$ cat src/source/fifo_bridge_pkg.sv
// shared widths, register map and encodings for the stream bridge.
// one clock domain only; register writes have no read-back path.
package fifo_bridge_pkg;

   ////////////////////////////////////////////////////////////
   // widths and register map
   ////////////////////////////////////////////////////////////
   localparam int data_width = 64;   // stream and register word.
   localparam int addr_width = 13;   // register address bits.

   localparam logic [addr_width-1:0] addr_ctrl  = 13'd0;   // led, mode, start.
   localparam logic [addr_width-1:0] addr_burst = 13'd1;   // seed and length.

   ////////////////////////////////////////////////////////////
   // modes and controller states
   ////////////////////////////////////////////////////////////
   typedef enum logic [1:0] {
      mode_idle  = 2'd0,   // nothing goes to the host.
      mode_loop  = 2'd1,   // host words echoed back.
      mode_burst = 2'd2    // counting sequence on start.
   } mode_t;

   typedef enum logic [1:0] {
      st_idle  = 2'd0,
      st_loop  = 2'd1,
      st_burst = 2'd2,
      st_done  = 2'd3      // one cycle, raises the interrupt.
   } ctrl_state_t;

   // one host write word, read through the view that matches its address
   typedef union packed {
      struct packed {
         logic [54:0] reserved_hi;   // bits 63..9.
         logic        start;         // bit 8.
         logic [1:0]  reserved_lo;   // bits 7..6.
         mode_t       mode;          // bits 5..4.
         logic [3:0]  led;           // bits 3..0.
      } ctrl;
      struct packed {
         logic [15:0] reserved;      // bits 63..48.
         logic [15:0] length;        // bits 47..32.
         logic [31:0] seed;          // bits 31..0.
      } burst;
   } pio_word_t;

endpackage

$ cat src/source/pio_regs.sv
// host register writes; a write shows on the outputs one cycle later.
// writes to unmapped addresses are dropped.
module pio_regs
(
   input  logic                                  clock,
   input  logic                                  rst,
   input  logic                                  pio_valid,
   input  logic [fifo_bridge_pkg::addr_width-1:0] pio_address,
   input  fifo_bridge_pkg::pio_word_t            pio_data,
   output logic [3:0]                            led,
   output fifo_bridge_pkg::mode_t                mode,
   output logic                                  start,
   output logic [31:0]                           seed,
   output logic [15:0]                           length
);
   import fifo_bridge_pkg::*;

   logic ctrl_write;    // write hits the control register.
   logic burst_write;   // write hits the burst setup register.

   assign ctrl_write  = pio_valid && (pio_address == addr_ctrl);
   assign burst_write = pio_valid && (pio_address == addr_burst);

   ////////////////////////////////////////////////////////////
   // control register
   ////////////////////////////////////////////////////////////
   always_ff @(posedge clock)
   begin
      if (rst)
      begin
         led   <= 4'h5;        // power-on pattern.
         mode  <= mode_idle;
         start <= 1'b0;
      end
      else
      begin
         start <= 1'b0;        // single pulse per write.
         if (ctrl_write)
         begin
            led   <= pio_data.ctrl.led;
            mode  <= pio_data.ctrl.mode;
            start <= pio_data.ctrl.start;
         end
      end
   end

   ////////////////////////////////////////////////////////////
   // burst setup register
   ////////////////////////////////////////////////////////////
   always_ff @(posedge clock)
   begin
      if (rst)
      begin
         seed   <= 32'd0;
         length <= 16'd0;      // zero length blocks a burst start.
      end
      else if (burst_write)
      begin
         seed   <= pio_data.burst.seed;
         length <= pio_data.burst.length;
      end
   end

endmodule

$ cat src/source/stream_fifo.sv
// host-to-design word buffer; rx_depth must be a power of two.
// the host is trusted to send only against credits, so full never drops data in use.
module stream_fifo
#(
   parameter int rx_depth = 16
)
(
   input  logic                                  clock,
   input  logic                                  rst,
   input  logic                                  rx_valid,
   input  logic [fifo_bridge_pkg::data_width-1:0] rx_data,
   input  logic                                  fifo_read,
   output logic [fifo_bridge_pkg::data_width-1:0] fifo_data,
   output logic                                  fifo_empty,
   output logic                                  rx_credit
);
   import fifo_bridge_pkg::*;

   localparam int aw = $clog2(rx_depth);   // pointer index bits.

   logic [data_width-1:0] mem [rx_depth];
   logic [aw:0]           wr_ptr;          // extra msb tells full from empty.
   logic [aw:0]           rd_ptr;
   logic                  full;
   logic                  do_write;
   logic                  do_read;

   assign full       = (wr_ptr[aw] != rd_ptr[aw]) && (wr_ptr[aw-1:0] == rd_ptr[aw-1:0]);
   assign fifo_empty = (wr_ptr == rd_ptr);
   assign do_write   = rx_valid && !full;
   assign do_read    = fifo_read && !fifo_empty;

   // show-ahead read, head word is always on fifo_data
   assign fifo_data = mem[rd_ptr[aw-1:0]];

   ////////////////////////////////////////////////////////////
   // storage
   ////////////////////////////////////////////////////////////
   always_ff @(posedge clock)
   begin
      if (do_write)
      begin
         mem[wr_ptr[aw-1:0]] <= rx_data;
      end
   end

   ////////////////////////////////////////////////////////////
   // pointers and credit return
   ////////////////////////////////////////////////////////////
   always_ff @(posedge clock)
   begin
      if (rst)
      begin
         wr_ptr    <= '0;
         rd_ptr    <= '0;
         rx_credit <= 1'b0;
      end
      else
      begin
         if (do_write)
         begin
            wr_ptr <= wr_ptr + 1'b1;
         end
         if (do_read)
         begin
            rd_ptr <= rd_ptr + 1'b1;
         end
         rx_credit <= do_read;   // one credit per word removed.
      end
   end

endmodule

$ cat src/source/word_counter.sv
// burst sequence source; the value is 32 bits, zero-extended on the output.
// step after the last word leaves remaining at zero and count_last low.
module word_counter
(
   input  logic                                  clock,
   input  logic                                  rst,
   input  logic                                  load,
   input  logic [31:0]                           seed,
   input  logic [15:0]                           length,
   input  logic                                  step,
   output logic [fifo_bridge_pkg::data_width-1:0] count_value,
   output logic                                  count_last
);
   import fifo_bridge_pkg::*;

   logic [31:0] value;       // next word to send.
   logic [15:0] remaining;   // words left in the burst.

   assign count_value = {{(data_width-32){1'b0}}, value};
   assign count_last  = (remaining == 16'd1);

   // sequence value
   always_ff @(posedge clock)
   begin
      if (load)
      begin
         value <= seed;
      end
      else if (step)
      begin
         value <= value + 32'd1;   // wraps at 2^32.
      end
   end

   // words remaining
   always_ff @(posedge clock)
   begin
      if (rst)
      begin
         remaining <= 16'd0;
      end
      else if (load)
      begin
         remaining <= length;
      end
      else if (step && (remaining != 16'd0))
      begin
         remaining <= remaining - 16'd1;
      end
   end

endmodule

$ cat src/source/stream_ctrl.sv
// picks the to-host word source and spends to-host credits.
// a credit is taken in the decision cycle; tx_valid follows one cycle later.
module stream_ctrl
#(
   parameter int tx_credits = 8
)
(
   input  logic                                  clock,
   input  logic                                  rst,
   input  fifo_bridge_pkg::mode_t                mode,
   input  logic                                  start,
   input  logic [15:0]                           length,
   input  logic [fifo_bridge_pkg::data_width-1:0] fifo_data,
   input  logic                                  fifo_empty,
   input  logic [fifo_bridge_pkg::data_width-1:0] count_value,
   input  logic                                  count_last,
   input  logic                                  tx_credit,
   output logic                                  fifo_read,
   output logic                                  load,
   output logic                                  step,
   output logic                                  tx_valid,
   output logic [fifo_bridge_pkg::data_width-1:0] tx_data,
   output logic                                  interrupt
);
   import fifo_bridge_pkg::*;

   localparam int cw = $clog2(tx_credits + 1);   // credit counter bits.

   ctrl_state_t state;
   ctrl_state_t state_next;
   logic [cw-1:0] credits;   // free slots in the host buffer.
   logic          credit_ok;
   logic          send;

   // a credit coming back this cycle may be spent right away
   assign credit_ok = (credits != '0) || tx_credit;

   assign fifo_read = (state == st_loop) && credit_ok && !fifo_empty;
   assign step      = (state == st_burst) && credit_ok;
   assign send      = fifo_read || step;
   assign load      = (state == st_idle) && start &&
                      (mode == mode_burst) && (length != 16'd0);

   ////////////////////////////////////////////////////////////
   // next state
   ////////////////////////////////////////////////////////////
   always_comb
   begin
      state_next = state;
      case (state)
         st_idle:
         begin
            if (mode == mode_loop)
               state_next = st_loop;
            else if (load)
               state_next = st_burst;
         end
         st_loop:
         begin
            if (mode != mode_loop)
               state_next = st_idle;   // words in flight still leave.
         end
         st_burst:
         begin
            if (step && count_last)
               state_next = st_done;
         end
         st_done:
            state_next = st_idle;
         default:
            state_next = st_idle;
      endcase
   end

   ////////////////////////////////////////////////////////////
   // state, credits and to-host port
   ////////////////////////////////////////////////////////////
   always_ff @(posedge clock)
   begin
      if (rst)
      begin
         state     <= st_idle;
         credits   <= cw'(tx_credits);
         tx_valid  <= 1'b0;
         interrupt <= 1'b0;
      end
      else
      begin
         state     <= state_next;
         tx_valid  <= send;
         interrupt <= (state == st_done);   // one cycle after the last word.
         case ({tx_credit, send})
            2'b10:   credits <= credits + 1'b1;
            2'b01:   credits <= credits - 1'b1;
            default: credits <= credits;   // none, or one in and one out.
         endcase
      end
   end

   // payload register qualified by tx_valid
   always_ff @(posedge clock)
   begin
      if (fifo_read)
         tx_data <= fifo_data;
      else if (step)
         tx_data <= count_value;
   end

endmodule

$ cat src/source/fifo_bridge_top.sv
// host stream bridge without the PCIe core; credit flow control both ways.
// after reset the host owns rx_depth credits and this design owns tx_credits.
module fifo_bridge_top
#(
   parameter int rx_depth   = 16,   // host-word FIFO depth, power of two.
   parameter int tx_credits = 8     // host receive buffer size.
)
(
   input  logic                                  clock,
   input  logic                                  rst,
   // register write port
   input  logic                                  pio_valid,
   input  logic [fifo_bridge_pkg::addr_width-1:0] pio_address,
   input  logic [fifo_bridge_pkg::data_width-1:0] pio_data,
   // from host
   input  logic                                  rx_valid,
   input  logic [fifo_bridge_pkg::data_width-1:0] rx_data,
   output logic                                  rx_credit,
   // to host
   output logic                                  tx_valid,
   output logic [fifo_bridge_pkg::data_width-1:0] tx_data,
   input  logic                                  tx_credit,
   output logic                                  interrupt,
   output logic [3:0]                            led
);
   import fifo_bridge_pkg::*;

   ////////////////////////////////////////////////////////////
   // internal wires
   ////////////////////////////////////////////////////////////
   mode_t                 mode;
   logic                  start;
   logic [31:0]           seed;
   logic [15:0]           length;
   logic [data_width-1:0] fifo_data;
   logic                  fifo_empty;
   logic                  fifo_read;
   logic [data_width-1:0] count_value;
   logic                  count_last;
   logic                  load;
   logic                  step;

   pio_regs pio_regs_inst
   (
      .clock       (clock),
      .rst         (rst),
      .pio_valid   (pio_valid),
      .pio_address (pio_address),
      .pio_data    (pio_word_t'(pio_data)),   // decoded per address inside.
      .led         (led),
      .mode        (mode),
      .start       (start),
      .seed        (seed),
      .length      (length)
   );

   stream_fifo #(
      .rx_depth (rx_depth)
   ) stream_fifo_inst
   (
      .clock      (clock),
      .rst        (rst),
      .rx_valid   (rx_valid),
      .rx_data    (rx_data),
      .fifo_read  (fifo_read),
      .fifo_data  (fifo_data),
      .fifo_empty (fifo_empty),
      .rx_credit  (rx_credit)
   );

   word_counter word_counter_inst
   (
      .clock       (clock),
      .rst         (rst),
      .load        (load),
      .seed        (seed),
      .length      (length),
      .step        (step),
      .count_value (count_value),
      .count_last  (count_last)
   );

   stream_ctrl #(
      .tx_credits (tx_credits)
   ) stream_ctrl_inst
   (
      .clock       (clock),
      .rst         (rst),
      .mode        (mode),
      .start       (start),
      .length      (length),
      .fifo_data   (fifo_data),
      .fifo_empty  (fifo_empty),
      .count_value (count_value),
      .count_last  (count_last),
      .tx_credit   (tx_credit),
      .fifo_read   (fifo_read),
      .load        (load),
      .step        (step),
      .tx_valid    (tx_valid),
      .tx_data     (tx_data),
      .interrupt   (interrupt)
   );

endmodule

$ cat config.mk
export PLATFORM = sky130hd
export DESIGN_NAME = fifo_bridge_top
export DESIGN_NICKNAME = d
export VERILOG_FILES = /design/src/source/fifo_bridge_pkg.sv /design/src/source/pio_regs.sv /design/src/source/stream_fifo.sv /design/src/source/word_counter.sv /design/src/source/stream_ctrl.sv /design/src/source/fifo_bridge_top.sv
export SDC_FILE = /design/constraint.sdc
export NUM_CORES = 1
export LEC_CHECK = 0
export BUFFER_PORTS_ARGS = -buffer_cell sky130_fd_sc_hd__clkbuf_2
export CAP_MARGIN = 20
export CORE_MARGIN = 3
export CORE_UTILIZATION = 57
export DETAILED_ROUTE_END_ITERATION = 16
export PLACE_DENSITY = 0.78
export SYNTH_ARGS = -nofsm -noshare
export SYNTH_HDL_FRONTEND = slang
export SYNTH_SLANG_ARGS = --single-unit
$ cat constraint.sdc
create_clock -name clock -period 7.7 [get_ports clock]
set_input_delay 1.155 -clock clock [delete_from_list [all_inputs] [get_ports clock]]
set_output_delay 1.155 -clock clock [all_outputs]
set_load 0.1 [all_outputs]
==> results.md, run 1 <==
* Port buffer count at 200
* Fin crit share at 0.533
* Clk_skew at roughly 0.036 ns
* Required time worst endpoint at 8.07 ns
* Multiplexer share of the synthesized area at 0.142
* Net switching power at around 2600 µW
* Largest net degree at the start of global routing at 94
* Complex-gate fraction of the synthesized area at 0.0330
* Slowest Stage Delay on Critical Path at between 0.9 and 1 ns
* Root buffer cell: clkbuf_16
* Main combinational cell family by area after synthesis: multiplexers
* CTS tree: built
* Critical path capture point type: register
* Sequential area share after synthesis at 0.761
* Initial core utilization at 0.577
* FFs w/ async S/R, synth at 0
* Hold path start: pio_regs_inst.seed[17]$_SDFFE_PP0P_
* Slowest CP cell: dfxtp_4
* Adder-Cell Fraction of Synth Area at 0.00322
* Worst Hold Depth at 2
* Max transition margin at 0.262
* Core Util, Final at 0.654
* CP Max Fanout at 50
* Post-DP HPWL at roughly 54 mm
* Mapped cell area at 46,700 µm²
* Clock-pin slew on the worst setup and hold paths at approximately 0.060 ns
* Antenna violations before repair at 9
* Die height at between 200 and 300 µm
* Number of nets in the layout at 2,715
* Min Tclk post-route at roughly 4.1 ns
* Syn Nets at between 2,000 and 2,500
* RSZ-0062 raised after global routing: no
* Number of post-CTS setup repair buffers at 0
* Final WL at between 100 and 150 mm
* WHS Endpoint: pio_regs_inst.seed[17]$_SDFFE_PP0P_
* Maxcap violations at 0
* Post-route cell area at between 50,000 and 60,000 µm²
* Fmax at 244 MHz
* Simple-gate portion of the synthesized area at 0.0382
* Setup TNS at 0 ns
* Global route overflow at 0
* Critical path type: reg2reg
* Register area at about 36,000 µm²
* Sw frac at 0.196
* Gate Count Post-Synth at 2,326
* Layout cells sized above 1 at 0.280
* Number of flops mapped to enable cells by yosys at ~1,100
* Run status: finished clean
* Synth Area in XOR/XNOR at 0.00845
* Maximum vdd drop at about 0.00020 V
* Reg2Reg Setup Slack at around 3.6 ns
* CTS Hold Bufs at 0
* Total power at 13,300 µW
* Multi-input combinational cell area at 10,600 µm²
* Combinational share of power at 0.021
* YS warnings at 0
* Cell chain of the critical path: buf_4 -> mux4_2 -> a22o_1 -> a221oi_1 -> o21ai_0
* Leak at roughly 0.017 µW
* R2R depth at 5
* Power Internal at 10,700 µW
* Htree depth at 3
* Global placement routability congestion at 0.836
* Maximum root-to-sink buffer count at 3
* Prevailing post-synth register cell: edfxtp_1
* P&R area growth vs syn at 13.3%
* Via count at roughly 24,000
* Clk pwr share at 0.432
* Syn_area_per_cell at about 20 µm²
* Worst Tran Pin Value at about 1.1 ns
* Min-Delay Path Class: reg2reg
* Area after DPL at roughly 50,000 µm²
* Site Rows at ~100
* Total CTS buffers at approximately 120
* Post-CTS Resized at 0
* Final hold vios at 0
* Pwr per Cell Area at roughly 250 nW/µm²
* # IOs at 217
* Vias per inst at around 6.4
* DRT iter0 DRCs at between 2,000 and 2,500
* Die ar. at between 80,000 and 90,000 µm²
* Most frequent cells in the layout: edfxtp_1, mux4_2, clkbuf_2
* Fin. max-slew vios at 0
* First-pass iteration count of the detailed router at 7
* Crit start category: register
* Worst skew pair latency at about 0.69 ns
* Sequential power share at 0.547
* Most common cell after layout, fill and taps aside: edfxtp_1
* Final setup violation count at 0
* Chip width at roughly 290 µm
* Vias in the first global route at ~25,000
* Core ar. at roughly 81,000 µm²
* Worst Path Arrival at approximately 4.5 ns
* Reg-to-Reg End: stream_ctrl_inst.tx_data[4]$_DFFE_PN_
* First-pass GRT wire length at between 150 and 200 mm
* Filler instances at ~5,100
* Sink Count at 1,214
* Post-route DRC at 0
* Number of distinct library cells after synthesis at 61
* Final ANT Viol Nets at 0
* Total track usage at 0.252
* Wire length per cell at about 28 µm
* Post-synthesis register bit count at between 1,000 and 1,500
==> metrics by stage <==
step | std cells | hold WS, ns | setup slack [ns]
global placement | 3497 | 0.445 | 3.30
finish | 3722 | 0.462 | 3.59
detailed placement | 3497 | 0.449 | 3.27
global route | 3720 | 0.471 | 3.27
floorplan | 2326 | 0.437 | 1.29
CTS | 3715 | 0.460 | 3.60
==> power groups by stage <==
stage               clock network (µW)  registers, µW  logic, µW
global route                      6080           7280        298
finish                            5760           7280        277
detailed placement                   0           7420        271
global placement                     0           7410        256
floorplan                            0           7420        112
CTS                               5840           7280        276
==> how the worst max path moves through the flow <==
stage / start / endpoint / slack [ns] / cells past startpoint
finish: register / stream_ctrl_inst.tx_data[4]$_DFFE_PN_ / 3.59 / 5
CTS: register / stream_ctrl_inst.tx_data[4]$_DFFE_PN_ / 3.60 / 5
floorplan: rx_valid / stream_fifo_inst.mem[0][0]$_DFFE_PP_ / 1.29 / 3
detailed placement: tx_credit / stream_ctrl_inst.credits[3]$_SDFFE_PP1P_ / 3.27 / 11
global placement: tx_credit / stream_ctrl_inst.credits[3]$_SDFFE_PP1P_ / 3.30 / 11
global route: register / stream_ctrl_inst.tx_data[4]$_DFFE_PN_ / 3.27 / 5
==> critical path, delay by kind of cell, from the launching register on <==
kind / cells / cell delay [ns]
AOI/OAI and AO/OA: 3 / 1.28
muxes: 1 / 0.64
DFF: 1 / 0.91
buffers and inverters: 1 / 0.90
==> flip-flops by register name, summed over array words and instances (netlist names), named ones only <==
signal	cells
word_counter_inst.value	32
pio_regs_inst.mode	2
word_counter_inst.remaining	16
stream_ctrl_inst.interrupt	1
stream_ctrl_inst.credits	4
pio_regs_inst.led	4
stream_fifo_inst.rd_ptr	5
stream_fifo_inst.mem	1024
stream_ctrl_inst.tx_valid	1
stream_fifo_inst.wr_ptr	5
stream_fifo_inst.rx_credit	1
stream_ctrl_inst.state	2
stream_ctrl_inst.tx_data	64
pio_regs_inst.seed	32
pio_regs_inst.length	16
pio_regs_inst.start	1
==> layout make-up <==
class,instances,area share
multi-input cells,966,0.201
diodes,4,0.000189
flip-flops and latches,1214,0.672
clock inverters,85,0.0172
well taps,1060,0.0251
clock buffers,133,0.0565
repair buffers,242,0.0267
inverters,18,0.00128
==> cells in the mapped netlist (12+ instances only) <==
| cell type | n | area [µm²] |
|---|---|---|
| nor2b_1 | 39 | 244 |
| dfxtp_1 | 94 | 1880 |
| nand4_1 | 16 | 100 |
| o21ai_1 | 45 | 225 |
| edfxtp_1 | 1120 | 33600 |
| mux4_2 | 288 | 6490 |
| a22o_1 | 32 | 280 |
| a21oi_1 | 65 | 325 |
| and3_1 | 13 | 81.3 |
| nor2_1 | 50 | 188 |
| a221oi_1 | 32 | 280 |
| nor3_1 | 13 | 65.1 |
| ha_1 | 12 | 150 |
| xnor2_1 | 16 | 140 |
| nand2_1 | 181 | 679 |
| xor2_1 | 29 | 254 |
| clkbuf_1 | 79 | 297 |
| o21ai_0 | 28 | 140 |
| nand3_1 | 20 | 100 |
| mux2i_1 | 12 | 120 |
| inv_1 | 18 | 67.6 |
| buf_2 | 37 | 185 |
==> per-layer routing <==
metal / vias to the layer above / global-route usage / wire [µm]
met5: - / 0 / 35
met4: 6 / 0.0778 / 2840
met3: 211 / 0.0485 / 9050
met2: 1240 / 0.426 / 54100
met1: 12400 / 0.338 / 39800
li1: 9976 / - / -
==> kinds of logic after synthesis <==
group                    count (synthesis)
AO/OA/AOI/OAI                          233
XOR/XNOR                                45
adder cells (fa/ha/maj)                 12
buffers and inverters                  146
flip-flops                            1214
multiplexers                           303
AND/OR/NAND/NOR                        373
Power figures use the tool's default switching activity.
==> run 2: changes to the inputs <==
Settings changed: CORE_UTILIZATION 57 to 55.
Clock period 7.7 ns to 3.4 ns, I/O delays scaled along.
==> run 2 against run 1 <==
Net effect: design area is 0.43% higher; sequential cell count stayed put; die area is 3.6% higher; critical endpoint is now stream_ctrl_inst.credits[3]$_SDFFE_PP1P_; maximum frequency is 36% higher; sequential power is 130% higher; largest power group unchanged; clock skew is 0.00094 ns higher.
==> results.md, run 2 (synthesized netlist as in run 1, its figures left out) <==
* Initial core utilization at 0.557
* Post-route DRC at 0
* Final hold vios at 0
* Number of nets in the layout at around 2,700
* P&R area growth vs syn at 13.8%
* # IOs at roughly 220
* Slowest Stage Delay on Critical Path at around 0.56 ns
* Vias per inst at 6.29
* Core Util, Final at 0.634
* Chip width at about 300 µm
* Wire length per cell at roughly 28 µm
* Most common cell after layout, fill and taps aside: edfxtp_1
* Post-DP HPWL at 56.3 mm
* Fin crit share at 0.889
* Number of post-CTS setup repair buffers at 0
* Htree depth at 3
* Post-route cell area at about 53,000 µm²
* Sink Count at ~1,200
* Global route overflow at 0
* Slowest CP cell: or4_4
* Site Rows at roughly 110
* Most frequent cells in the layout: edfxtp_1, mux4_2, clkbuf_2
* Root buffer cell: clkbuf_16
* Core ar. at ~84,000 µm²
* Clk_skew at approximately 0.037 ns
* First-pass GRT wire length at 161 mm
* Die height at 297 µm
* Worst skew pair latency at a little under 0.7 ns
* Maximum vdd drop at about 0.00074 V
* Run status: finished clean
* Crit Reg-Reg Startpoint: stream_ctrl_inst.credits[0]$_SDFFE_PP0P_
* WHS at between 0.04 and 0.05 ns
* Largest net degree at the start of global routing at 84
* Area after DPL at between 40,000 and 50,000 µm²
* RSZ-0062 raised after global routing: no
* Maximum root-to-sink buffer count at 3
* Max transition margin at 0.273
* Cell chain of the critical path: or4_4 -> o21ai_1 -> o21bai_4 -> nand2_8 -> ha_1 -> nor4bb_1 -> a21oi_1 -> o22a_1 -> o21ai_0 -> or3b_2
* Vias in the first global route at between 20,000 and 25,000
* Worst Tran Pin Value at 1.09 ns
* Max reg flops at 1,024
* Die ar. at approximately 88,000 µm²
* Filler instances at 5,503
* First-pass iteration count of the detailed router at 7
* Final WL at roughly 110 mm
* Pre-CTS WS at between 0.4 and 0.5 ns
* Required time worst endpoint at 3.96 ns
* Total CTS buffers at 110
* Post-CTS Resized at 0
* Hold path start: pio_data[30]
* Final ANT Viol Nets at 0
* DRT iter0 DRCs at about 2,600
* Fin. max-slew vios at 0
* Leak at roughly 0.017 µW
* Final setup violation count at 0
* Critical path capture point type: register
* Total track usage at 0.245
* Fmax at 331 MHz
* Critical path type: reg2reg
* Min Tclk post-route at ~3 ns
* Crit start category: register
* Via count at ~24,000
* Crit path setup slack, layout at 0.378 ns
* Layout cells sized above 1 at 0.283
* Pwr per Cell Area at around 550 nW/µm²
* Maxcap violations at 0
* Bufs and invs on worst path at 0
* CTS tree: built
* Min-Delay Path Class: in2reg
* Family with the most delay on the worst path: simple AND/OR/NAND/NOR gates
* Worst Path Arrival at between 3 and 4 ns
* Antenna violations before repair at 12
* CP Max Fanout at 9
* Global placement routability congestion at approximately 0.85
* Clock-pin slew on the worst setup and hold paths at about 0.060 ns
* Worst setup startpoint: stream_ctrl_inst.credits[0]$_SDFFE_PP0P_
* CTS Hold Bufs at 0
* Port buffer count at 200
-- run 2: power breakdown --
part	switching [µW]	internal, µW
clock network	5320	6520
registers	52.0	16400
logic	423	233
-- run 2: worst min-delay path, delay by kind of cell --
family | cells | cell delay, ns
and+or+nand+nor | 1 | 0.05
buffers and inverters | 1 | 0.08
AOI/OAI and AO/OA | 1 | 0.05
-- run 2: final cells by class --
type | count | area, µm² | area share
sequential | 1214 | 35500 | 0.669
multi-input combinational | 966 | 10700 | 0.201
clock buffer | 131 | 2850 | 0.0537
timing repair buffer | 274 | 1980 | 0.0373
tap | 1134 | 1420 | 0.0267
clock inverter | 65 | 571 | 0.0107
inverter | 18 | 67.6 | 0.00127
antenna | 6 | 15.0 | 0.000283
-- run 2: path summary, 6_finish.rpt --
check	endpoint	slack, ns	cells after the start
min reg2reg	pio_regs_inst.seed[16]$_SDFFE_PP0P_	0.46	2
min	pio_regs_inst.seed[30]$_SDFFE_PP0P_	0.04	3
max reg2reg	stream_ctrl_inst.credits[3]$_SDFFE_PP1P_	0.38	10
max	stream_ctrl_inst.credits[3]$_SDFFE_PP1P_	0.38	10
-- run 2: layer usage --
metal / up-vias / global-route usage / part of all wire
li1: 10000 / - / -
met2: 1241 / 0.414 / 0.51
met1: 12500 / 0.329 / 0.38
met3: 219 / 0.0445 / 0.080
met5: - / 0 / 0.00065
met4: 10 / 0.0740 / 0.026
-- run 2: per-stage QoR --
| stage | instances | total power, µW | TNS [ns] |
|---|---|---|---|
| 4_1_cts | 3802 | 29100 | 0 |
| 2_1_floorplan | 2326 | 17100 | -702.11 |
| 3_3_place_gp | 3606 | 17400 | 0 |
| 3_5_place_dp | 3606 | 17400 | 0 |
| 5_1_grt | 3805 | 29800 | 0 |
| 6_report | 3808 | 29000 | 0 |
